===== config.mk =====
export PLATFORM = sky130hd
export DESIGN_NAME = video_top
export DESIGN_NICKNAME = d
export VERILOG_FILES = /design/src/logic/video_pkg.sv /design/src/logic/gfx_pkg.sv /design/src/logic/video_timing.sv /design/src/logic/layer_ctrl.sv /design/src/logic/tile_layer.sv /design/src/logic/color_mixer.sv /design/src/logic/video_top.sv
export SDC_FILE = /design/constraint.sdc
export NUM_CORES = 2
export LEC_CHECK = 0
export BUFFER_PORTS_ARGS = -buffer_cell sky130_fd_sc_hd__buf_2
export CORE_UTILIZATION = 30
export DETAILED_ROUTE_END_ITERATION = 16
export GPL_TIMING_DRIVEN = 0
export PLACE_DENSITY_LB_ADDON = 0.25
export SLEW_MARGIN = 20
export SYNTH_ARGS = -nofsm -noshare
export SYNTH_HDL_FRONTEND = slang
export SYNTH_SLANG_ARGS = --single-unit

===== constraint.sdc =====
create_clock -name clk -period 4.23 [get_ports clk]
set_input_delay 0.2115 -clock clk [delete_from_list [all_inputs] [get_ports clk]]
set_output_delay 0.2115 -clock clk [all_outputs]
set_load 0.02 [all_outputs]

===== src/logic/video_pkg.sv =====
// raster timing constants and coordinate types for the video subsystem
// imported by the timing generator, the layer control and the tile layers

`default_nettype none

package video_pkg;

    // horizontal timing, in clocks (one pixel per clock)
    localparam int H_TOTAL  = 64;
    localparam int H_ACTIVE = 48;
    localparam int HS_START = 52;
    localparam int HS_WIDTH = 4;

    // vertical timing, in lines
    localparam int V_TOTAL  = 40;
    localparam int V_ACTIVE = 32;
    localparam int VS_START = 34;
    localparam int VS_WIDTH = 2;

    // raw raster counters
    typedef logic [5:0] hpos_t;
    typedef logic [5:0] vpos_t;

    // scrolled coordinate, wraps modulo 256
    typedef logic [7:0] coord_t;

endpackage

`default_nettype wire


===== src/logic/gfx_pkg.sv =====
// graphics side definitions: layer count, pixel and palette formats,
// colour channels, graphics ROM words and CPU register addresses

`default_nettype none

package gfx_pkg;

    localparam int NUM_LAYERS = 3;

    // 4-bit pixel code, 0 is transparent
    typedef logic [3:0] pixel_t;

    // palette index is {layer[1:0], pixel[3:0]}
    typedef logic [5:0] pal_idx_t;

    localparam int PAL_SIZE = 64;

    // layer field 3 with pixel 0
    localparam pal_idx_t BACKDROP_IDX = 6'd48;

    // xRGB555 palette word
    typedef logic [15:0] pal_entry_t;

    // expanded output channel
    typedef logic [7:0] chan_t;

    // word address is {y[7:0], x[7:3]}
    typedef logic [12:0] rom_addr_t;

    // eight 4-bit pixels per word, nibble 0 in bits 3:0
    typedef logic [31:0] rom_word_t;

    // layer_ctrl register map
    // addresses 0 to 5 hold scroll x and y of each layer in turn
    localparam int REG_ENABLE  = 6;
    localparam int REG_IRQ_ACK = 7;

endpackage

`default_nettype wire


===== src/logic/video_timing.sv =====
// raster timing generator
// free-running pixel and line counters with sync, blanking and the
// vblank start pulse used for the CPU interrupt

`timescale 1ns/1ps
`default_nettype none

module video_timing
    import video_pkg::*;
(
    input  wire   clk,
    input  wire   reset,
    output hpos_t hdump,
    output vpos_t vdump,
    output logic  lhbl,
    output logic  lvbl,
    output logic  hs,
    output logic  vs,
    output logic  vblank_start
);

    logic h_last;
    logic v_last;

    assign h_last = (hdump == hpos_t'(H_TOTAL - 1));
    assign v_last = (vdump == vpos_t'(V_TOTAL - 1));

    always_ff @(posedge clk) begin
        if (reset) begin
            hdump <= '0;
            vdump <= '0;
        end else begin
            if (h_last) begin
                hdump <= '0;
                // line counter advances at the end of each line
                if (v_last) begin
                    vdump <= '0;
                end else begin
                    vdump <= vdump + 1'b1;
                end
            end else begin
                hdump <= hdump + 1'b1;
            end
        end
    end

    // visible area, high while drawing
    assign lhbl = (hdump < H_ACTIVE);
    assign lvbl = (vdump < V_ACTIVE);

    // active-high sync pulses
    assign hs = (hdump >= HS_START) && (hdump < HS_START + HS_WIDTH);
    assign vs = (vdump >= VS_START) && (vdump < VS_START + VS_WIDTH);

    // first clock of the first blank line
    assign vblank_start = (vdump == vpos_t'(V_ACTIVE)) && (hdump == '0);

    // counters wrap at their totals and never run past them
    a_counter_range: assert property (
        @(posedge clk) disable iff (reset)
        (int'(hdump) < H_TOTAL) && (int'(vdump) < V_TOTAL)
    );

endmodule

`default_nettype wire


===== src/logic/layer_ctrl.sv =====
// CPU-written scroll, enable and interrupt registers
// registers the scrolled x and y of every layer each clock, along with
// the raster display enable that travels with them

`timescale 1ns/1ps
`default_nettype none

module layer_ctrl
    import video_pkg::*;
    import gfx_pkg::*;
(
    input  wire                    clk,
    input  wire                    reset,
    input  wire  [5:0]             cpu_addr,
    input  wire  [15:0]            cpu_dout,
    input  wire                    cpu_we,
    input  wire                    regs_cs,
    input  hpos_t                  hdump,
    input  vpos_t                  vdump,
    input  wire                    lhbl,
    input  wire                    lvbl,
    input  wire                    vblank_start,
    output coord_t                 layer_x [NUM_LAYERS],
    output coord_t                 layer_y [NUM_LAYERS],
    output logic [NUM_LAYERS-1:0]  layer_en,
    output logic                   raster_de,
    output logic                   irq_n
);

    coord_t                scroll_x [NUM_LAYERS];
    coord_t                scroll_y [NUM_LAYERS];
    logic [NUM_LAYERS-1:0] en_reg;
    logic                  reg_wr;

    assign reg_wr = regs_cs && cpu_we;

    // register file, even address is x and odd is y
    always_ff @(posedge clk) begin
        if (reset) begin
            for (int k = 0; k < NUM_LAYERS; k++) begin
                scroll_x[k] <= '0;
                scroll_y[k] <= '0;
            end
            en_reg <= '1;
        end else if (reg_wr) begin
            for (int k = 0; k < NUM_LAYERS; k++) begin
                if (int'(cpu_addr) == 2 * k) scroll_x[k] <= cpu_dout[7:0];
                if (int'(cpu_addr) == 2 * k + 1) scroll_y[k] <= cpu_dout[7:0];
            end
            if (int'(cpu_addr) == REG_ENABLE) en_reg <= cpu_dout[NUM_LAYERS-1:0];
        end
    end

    // interrupt held low from vblank until acknowledged
    always_ff @(posedge clk) begin
        if (reset) begin
            irq_n <= 1'b1;
        end else if (vblank_start) begin
            irq_n <= 1'b0;
        end else if (reg_wr && int'(cpu_addr) == REG_IRQ_ACK) begin
            irq_n <= 1'b1;
        end
    end

    // scrolled coordinates, sums wrap at 8 bits
    always_ff @(posedge clk) begin
        for (int k = 0; k < NUM_LAYERS; k++) begin
            layer_x[k] <= coord_t'(hdump) + scroll_x[k];
            layer_y[k] <= coord_t'(vdump) + scroll_y[k];
        end
    end

    always_ff @(posedge clk) begin
        if (reset) begin
            raster_de <= 1'b0;
            layer_en  <= '1;
        end else begin
            raster_de <= lhbl && lvbl;
            layer_en  <= en_reg;
        end
    end

    // only the timing generator can raise the interrupt
    a_irq_source: assert property (
        @(posedge clk) disable iff (reset)
        $fell(irq_n) |-> $past(vblank_start)
    );

endmodule

`default_nettype wire


===== src/logic/tile_layer.sv =====
// one tile layer: turns a scrolled coordinate into a graphics ROM word
// address and picks the 4-bit pixel out of the returned word
// the ROM answers in the same clock, the pixel is registered

`timescale 1ns/1ps
`default_nettype none

module tile_layer
    import video_pkg::*;
    import gfx_pkg::*;
(
    input  wire       clk,
    input  wire       reset,
    input  coord_t    x,
    input  coord_t    y,
    input  wire       en,
    input  wire       de_in,
    input  rom_word_t rom_data,
    output rom_addr_t rom_addr,
    output pixel_t    pxl,
    output logic      pxl_de
);

    logic [2:0] nib_sel;
    pixel_t     rom_pxl;

    // eight pixels per word, so x[7:3] picks the word within the row
    assign rom_addr = {y, x[7:3]};

    assign nib_sel = x[2:0];

    // nibble 0 sits in bits 3:0
    always_comb begin
        rom_pxl = rom_data[nib_sel * 4 +: 4];
    end

    // disabled layers and blanked pixels read as transparent
    always_ff @(posedge clk) begin
        if (en && de_in) begin
            pxl <= rom_pxl;
        end else begin
            pxl <= '0;
        end
    end

    always_ff @(posedge clk) begin
        if (reset) begin
            pxl_de <= 1'b0;
        end else begin
            pxl_de <= de_in;
        end
    end

endmodule

`default_nettype wire


===== src/logic/color_mixer.sv =====
// colour mixer: picks the highest priority opaque layer pixel, looks it
// up in the CPU-writable palette and expands xRGB555 to 8-bit channels
// two register stages from layer pixels to RGB output

`timescale 1ns/1ps
`default_nettype none

module color_mixer
    import gfx_pkg::*;
(
    input  wire                   clk,
    input  wire                   reset,
    input  pixel_t                layer_pxl [NUM_LAYERS],
    input  wire  [NUM_LAYERS-1:0] pxl_de,
    input  wire  [5:0]            cpu_addr,
    input  pal_entry_t            cpu_dout,
    input  wire                   cpu_we,
    input  wire                   pal_cs,
    output pal_entry_t            pal_dout,
    output chan_t                 red,
    output chan_t                 green,
    output chan_t                 blue,
    output logic                  de
);

    pal_entry_t pal_ram [PAL_SIZE];
    pal_idx_t   prio_idx;
    pal_idx_t   pal_idx;
    pal_entry_t pal_q;
    logic       de_s1;

    function automatic chan_t expand5(input logic [4:0] c);
        expand5 = {c, c[4:2]};
    endfunction

    // lower layer number wins, so scan from the back and overwrite
    always_comb begin
        prio_idx = BACKDROP_IDX;
        for (int k = NUM_LAYERS - 1; k >= 0; k--) begin
            if (layer_pxl[k] != '0) begin
                prio_idx = {k[1:0], layer_pxl[k]};
            end
        end
    end

    // stage one, palette index
    always_ff @(posedge clk) begin
        pal_idx <= prio_idx;
    end

    always_ff @(posedge clk) begin
        if (reset) begin
            de_s1 <= 1'b0;
            de    <= 1'b0;
        end else begin
            // all layers carry the same enable
            de_s1 <= &pxl_de;
            de    <= de_s1;
        end
    end

    // CPU write port
    always_ff @(posedge clk) begin
        if (pal_cs && cpu_we) begin
            pal_ram[cpu_addr] <= cpu_dout;
        end
    end

    // CPU read port, data one clock after the request
    always_ff @(posedge clk) begin
        if (pal_cs && !cpu_we) begin
            pal_dout <= pal_ram[cpu_addr];
        end
    end

    // stage two, video lookup
    always_ff @(posedge clk) begin
        pal_q <= pal_ram[pal_idx];
    end

    // black while blanked
    assign red   = de ? expand5(pal_q[14:10]) : '0;
    assign green = de ? expand5(pal_q[9:5])   : '0;
    assign blue  = de ? expand5(pal_q[4:0])   : '0;

    // backdrop field is never paired with an opaque pixel
    a_backdrop_idx: assert property (
        @(posedge clk) disable iff (reset)
        (pal_idx[5:4] == 2'd3) |-> (pal_idx[3:0] == 4'd0)
    );

endmodule

`default_nettype wire


===== src/logic/video_top.sv =====
// video subsystem top level
// connects the raster timing, the layer registers, the tile layers and
// the colour mixer; each layer has its own graphics ROM port

`timescale 1ns/1ps
`default_nettype none

module video_top
    import video_pkg::*;
    import gfx_pkg::*;
(
    input  wire         clk,
    input  wire         reset,
    input  wire  [5:0]  cpu_addr,
    input  wire  [15:0] cpu_dout,
    input  wire         cpu_we,
    input  wire         regs_cs,
    input  wire         pal_cs,
    input  rom_word_t   rom_data [NUM_LAYERS],
    output rom_addr_t   rom_addr [NUM_LAYERS],
    output pal_entry_t  pal_dout,
    output logic        hs,
    output logic        vs,
    output logic        lhbl,
    output logic        lvbl,
    output logic        irq_n,
    output chan_t       red,
    output chan_t       green,
    output chan_t       blue,
    output logic        de
);

    hpos_t                 hdump;
    vpos_t                 vdump;
    logic                  vblank_start;
    coord_t                layer_x [NUM_LAYERS];
    coord_t                layer_y [NUM_LAYERS];
    logic [NUM_LAYERS-1:0] layer_en;
    logic                  raster_de;
    pixel_t                layer_pxl [NUM_LAYERS];
    logic [NUM_LAYERS-1:0] layer_de;

    video_timing u_timing (
        .clk          (clk),
        .reset        (reset),
        .hdump        (hdump),
        .vdump        (vdump),
        .lhbl         (lhbl),
        .lvbl         (lvbl),
        .hs           (hs),
        .vs           (vs),
        .vblank_start (vblank_start)
    );

    layer_ctrl u_ctrl (
        .clk          (clk),
        .reset        (reset),
        .cpu_addr     (cpu_addr),
        .cpu_dout     (cpu_dout),
        .cpu_we       (cpu_we),
        .regs_cs      (regs_cs),
        .hdump        (hdump),
        .vdump        (vdump),
        .lhbl         (lhbl),
        .lvbl         (lvbl),
        .vblank_start (vblank_start),
        .layer_x      (layer_x),
        .layer_y      (layer_y),
        .layer_en     (layer_en),
        .raster_de    (raster_de),
        .irq_n        (irq_n)
    );

    for (genvar k = 0; k < NUM_LAYERS; k++) begin : g_layer
        tile_layer u_layer (
            .clk      (clk),
            .reset    (reset),
            .x        (layer_x[k]),
            .y        (layer_y[k]),
            .en       (layer_en[k]),
            .de_in    (raster_de),
            .rom_data (rom_data[k]),
            .rom_addr (rom_addr[k]),
            .pxl      (layer_pxl[k]),
            .pxl_de   (layer_de[k])
        );
    end

    color_mixer u_mixer (
        .clk       (clk),
        .reset     (reset),
        .layer_pxl (layer_pxl),
        .pxl_de    (layer_de),
        .cpu_addr  (cpu_addr),
        .cpu_dout  (cpu_dout),
        .cpu_we    (cpu_we),
        .pal_cs    (pal_cs),
        .pal_dout  (pal_dout),
        .red       (red),
        .green     (green),
        .blue      (blue),
        .de        (de)
    );

endmodule

`default_nettype wire


# Yosys cells after proc, flatten, opt, wreduce, memory -nomap -nowiden
# Memories as Yosys holds them, arrays and structs flattened. A register that Yosys moved wholly into a read port is not among the register bits.
# Index checks and enable logic that the tools add are counted.
# classes
reduce_logical	21
magnitude_cmp	6
n_div	0
shift	3
multipliers	0
n_eq_ne	10
n_mux	43
n_bitwise	6
add_sub_neg	8
# op_table
operator	count
indexed part select 32 x 6 -> 4 bit	3
2-to-1 mux 8 bit	9
adder 6 x 8 -> 8 bit	6
2-to-1 mux 1 bit	30
equality test 6 x 4 -> 1 bit (second input constant)	4
< comparator 6 bit (second input constant)	4
equality test 6 bit (second input constant)	3
adder 6 x 1 -> 6 bit (second input constant)	2
equality test 6 x 3 -> 1 bit (second input constant)	2
>= comparator 6 bit (second input constant)	2
logical NOT 6 bit	2
nonzero test 4 bit	3
logical AND 1 bit	11
2-to-1 mux 5 bit	2
equality test 6 x 2 -> 1 bit (second input constant)	1
2-to-1 mux 6 bit	1
OR 1 bit	6
2-to-1 mux 4 bit	1
OR reduction 2 bit	2
AND reduction 2 bit	1
nonzero test 2 bit	1
logical NOT 1 bit	1
# word_totals
wordCells	121
latchBits	0
mem_bits_rw	1072
n_memories	3
regBits	89
romBits	0
# memory_table
memory	depth	width	read_ports	rd_ports_with_merged_regs	wr	line	text
u_mixer.pal_ram	64	16	2	2	1	color_mixer.sv:26	pal_entry_t pal_ram [PAL_SIZE];
u_ctrl.scroll_x	3	8	3	0	3	layer_ctrl.sv:30	coord_t scroll_x [NUM_LAYERS];
u_ctrl.scroll_y	3	8	3	0	3	layer_ctrl.sv:31	coord_t scroll_y [NUM_LAYERS];

# Depth between registers and ports, before layout
# depth
depth_word	6
depth_mapped	10
ltp_nobuf	9

# Hierarchy
# A second synthesis with hierarchy kept.
# unflattened
hier_cells	3299
area_unflattened_um2	55256.7
# modules_own_cells
module	area_per_inst_um2	n_inst	cells_per_inst
color_mixer	48456.5	1	2657
layer_ctrl	4621.9	1	387
tile_layer	521.8	3	61
video_timing	613.1	1	72

# Least setup slack after synthesis
# No wires, ideal clock.
# synth_timing
kind	input port to flip-flop
start	input port cpu_addr[1]
end	memory u_mixer.pal_ram[34][0] (netlist bit) (enable)
path_slack_ns	1.219
arrival_ns	2.602
setup_ns	0.409
cell_stages	8
t_required_ns	3.821
path_cell_list	buf_6 buf_6 buf_4 buf_2 buf_2 buf_4 nand2_1 nor3_1
# synth_lines
element	line	text
start: declaration	video_top.sv:14	input wire [5:0] cpu_addr,
end: declaration	color_mixer.sv:26	
# Straight into the memory's write port.

==> impl_metrics.env <==
export IMPL_outcome="complete, but fails checks"
export IMPL_violated_checks="hold timing, setup timing"
export IMPL_initialDrtViolationCount=5545
export IMPL_cts_repair_timing_setup_buffer_count=0
export IMPL_fin_crit_ns=4.39
export IMPL_rsz0062_at_grt="false"
export IMPL_timing_critical_path_cells="buf_2 > clkbuf_1 > buf_2 > mux2i_1 > nand2_1 > o21ai_0 > a221oi_1 > or3_1"
export IMPL_finClkSkew_ns=0.0282
export IMPL_use_met1_pct=29.2
export IMPL_detailroute_via_count=34300
export IMPL_cts_tree="yes"
export IMPL_cts_sink_count=1192
export IMPL_synth_fp_nets=3165
export IMPL_io_port_bufs=205
export IMPL_maxSlewViolCount=0
export IMPL_cts_reportedPaths_clkPinSlew_ns=0.06
export IMPL_coreArea_um2=179000
export IMPL_drt_first_pass_iters=5
export IMPL_synth_cell_types=66
export IMPL_timing_max_slew_rel_slack_pct=16.1
export IMPL_postSynthRegisterBits=1192
export IMPL_viasPerCell=5.83
export IMPL_timing_final_ws_setup_ns=-0.165
export IMPL_grt_busiest_layer="met2"
export IMPL_cell_count_after_placement=5597
export IMPL_gr_usage_met3_pct=7.04
export IMPL_cts_htree_levels=4
export IMPL_antenna_found_initial=29
export IMPL_holdPathStages=4
export IMPL_start_util_pct=30.4
export IMPL_grt_ovfl_total=0
export IMPL_die_area_um2=183000
export IMPL_groute_usage_overall_pct=23.5
export IMPL_critical_path_top_cell_by_count="sky130_fd_sc_hd__buf_2"
export IMPL_r2r_start="u_mixer.pal_idx[1]"
export IMPL_dpl_instance_area_um2=59500
export IMPL_cts_root_buffer_cell="sky130_fd_sc_hd__clkbuf_16"
export IMPL_area_taken_by_multi_input_logic_gates_um2=18700
export IMPL_cts_inserted_buffers=131
export IMPL_least_margin_pin_slew_ns=1.26
export IMPL_hold_path_startpoint="rom_data[80]"
export IMPL_postSynthAreaPerCell_um2=18.2
export IMPL_half_perimeter_wire_length_of_the_detailed_placement_result_um=153000
export IMPL_gp_congestion=1.02
export IMPL_required_ns=4.88
export IMPL_finalHoldWorstSlack_ns=-0.000406
export IMPL_area_growth_pct=17.9
export IMPL_postRouteWirelength_um=219000
export IMPL_worst_r2r_setup_slack_ns=-0.16
export IMPL_cell_with_the_largest_stage_delay_on_the_worst_path="sky130_fd_sc_hd__a221oi_1"
export IMPL_grt_util_met2_pct=36.2
export IMPL_seq_area_um2=34800
export IMPL_final_nets=3596
export IMPL_clk_path_buf_depth=3
export IMPL_yosysSeqAreaShare_pct=63.9
export IMPL_r2r_end="u_mixer.pal_q[4]"
export IMPL_synth_edf_count=1088
export IMPL_maxClockFrequency_ghz=0.228
export IMPL_total_power_uw=31500
export IMPL_synth_async_reset_ratio_pct=0
export IMPL_rr_worst_depth=8
export IMPL_fin_area_um2=64100
export IMPL_die_width_um=428
export IMPL_crit_type="flip-flop to flip-flop"
export IMPL_final_common_cell="sky130_fd_sc_hd__edfxtp_1"
export IMPL_fill_cells=16900
export IMPL_worstHoldPathType="primary input to flip-flop"
export IMPL_layout_cells_non_filler=5891
export IMPL_arrival_ns=5.04
export IMPL_grt_first_pass_wirelength_um=292000
export IMPL_grt_start_max_net_pins=65
export IMPL_final_min_period_over_clock_period_pct=104
export IMPL_ioPinCount=208
export IMPL_mostFrequentLayoutCells="sky130_fd_sc_hd__edfxtp_1 (1088), sky130_fd_sc_hd__mux4_2 (488), sky130_fd_sc_hd__buf_2 (255), sky130_fd_sc_hd__clkbuf_16 (135), sky130_fd_sc_hd__mux2i_1 (127)"
export IMPL_drive_above_1_share_pct=32.6
export IMPL_synth_warnings=0
export IMPL_synthesis_instances=2996
export IMPL_drt_antenna_violating_nets=0
export IMPL_final_hold_viols=1
export IMPL_synth_area_um2=54400
export IMPL_fp_row_count=155
export IMPL_source_to_sink_clock_delay_at_the_later_pin_of_the_worst_skew_pair_ns=0.78
export IMPL_p_leak_uw=0.0207
export IMPL_power_density_nw_per_um2=491
export IMPL_synthFlopType="sky130_fd_sc_hd__edfxtp_1"
export IMPL_cp_end_kind="flip-flop"
export IMPL_registers_top_by_ff_count="u_mixer.pal_ram"
export IMPL_wl_per_cell_um=37.1
export IMPL_worst_ir_drop_vdd_mv=0.334
export IMPL_die_height_um=428
export IMPL_remaining_drc_errors=0
export IMPL_cpPeakStageDelay_ns=1.09
export IMPL_setup_viol=68
export IMPL_critical_path_peak_fanout=10
export IMPL_largest_reg_flops=1024
export IMPL_grt_pass1_vias=33600
export IMPL_start_kind="flip-flop"
export IMPL_holdPathEnd="g_layer[0].u_layer.pxl[0]"
export IMPL_max_cap_violations=0
[worst max-delay path by stage]
stage / start / endpoint / slack (ns) / cells past startpoint
6_report: u_mixer.pal_idx[1] / u_mixer.pal_q[4] / -0.16 / 8
5_1_grt: cpu_addr[1] / u_mixer.pal_dout[10] / 0.04 / 9
4_1_cts: cpu_addr[1] / u_mixer.pal_ram[31][4] / 0.03 / 9
3_5_place_dp: cpu_addr[2] / u_mixer.pal_dout[7] / -0.94 / 9
3_3_place_gp: cpu_addr[1] / u_mixer.pal_ram[59][12] / -2.09 / 8
2_1_floorplan: cpu_addr[1] / u_mixer.pal_ram[34][0] / 1.22 / 8
[where the power goes]
group / switching, uW / internal (uW) / total [uW]
Combinational: 4500 / 2520 / 7020
Sequential: 154 / 13100 / 13200
Clock: 4810 / 6390 / 11200
Total: 9460 / 22000 / 31500
[final cells by class]
class / count / area share (%)
tap: 2355 / 4.60
timing repair buffer: 298 / 3.46
clock inverter: 49 / 0.619
antenna: 9 / 0.0351
multi-input combinational: 1546 / 29.1
clock buffer: 184 / 5.71
buffer: 223 / 2.05
sequential: 1192 / 54.2
inverter: 35 / 0.205
[worst max-delay path: cells and delay by family, from the launching register on]
family	cells	cell delay (ns)
flip-flops	1	0.30
buffers and inverters	3	1.78
multiplexers	1	0.26
AND/OR/NAND/NOR	2	0.58
AO/OA/AOI/OAI	2	1.28
[synth_stat cells (34+ instances only)]
| cell | instances | area share (%) |
|---|---|---|
| sky130_fd_sc_hd__dfxtp_1 | 104 | 3.8 |
| sky130_fd_sc_hd__nor2b_1 | 35 | 0.40 |
| sky130_fd_sc_hd__mux4_2 | 488 | 20 |
| sky130_fd_sc_hd__edfxtp_1 | 1088 | 60 |
| sky130_fd_sc_hd__buf_2 | 66 | 0.61 |
| sky130_fd_sc_hd__o21ai_0 | 36 | 0.33 |
| sky130_fd_sc_hd__buf_4 | 52 | 0.72 |
| sky130_fd_sc_hd__mux2i_1 | 127 | 2.3 |
| sky130_fd_sc_hd__ha_1 | 40 | 0.92 |
| sky130_fd_sc_hd__nor3_1 | 44 | 0.40 |
| sky130_fd_sc_hd__and2_1 | 51 | 0.59 |
| sky130_fd_sc_hd__o22ai_1 | 62 | 0.71 |
| sky130_fd_sc_hd__a22oi_1 | 70 | 0.97 |
| sky130_fd_sc_hd__clkbuf_1 | 69 | 0.48 |
| sky130_fd_sc_hd__a21oi_1 | 51 | 0.47 |
| sky130_fd_sc_hd__nand2_1 | 124 | 0.86 |
| sky130_fd_sc_hd__nor2_1 | 129 | 0.89 |
| sky130_fd_sc_hd__inv_1 | 34 | 0.23 |
[metal layers]
layer / vias up / share of wire [%]
met5: - / 0.042
met4: 14 / 6.5
met3: 505 / 11
met2: 2409 / 45
met1: 18000 / 37
li1: 13400 / -
[cell families after synthesis]
family                   count (synthesis)  share of synthesized area (%)
flip-flops                            1192                           63.9
multiplexers                           626                           22.9
AND/OR/NAND/NOR                        486                           4.34
AO/OA/AOI/OAI                          354                           4.54
buffers and inverters                  258                           2.64
adder cells (fa/ha/maj)                 46                           1.14
XOR/XNOR                                34                          0.547
[repair_timing]
| action | CTS | global route |
|---|---|---|
| cloned | 0 | 0 |
| hold endpoints to repair | 217 | 0 |
| gates resized for setup | 2 | 1 |
| endpoints found under the setup margin | 2 | 1 |
| hold buffers | 50 | 0 |
[metrics by stage]
stage                     worst slack (ns)  util, %   TNS, ns
after floorplan                       1.22        -         0
after global placement               -2.09     32.6  -1089.88
after detailed placement            -0.945     33.2   -258.70
after CTS                           0.0280     35.8         0
after global routing                0.0430     35.8         0
final                               -0.165     35.8     -3.20
Power figures use the tool's default switching activity.
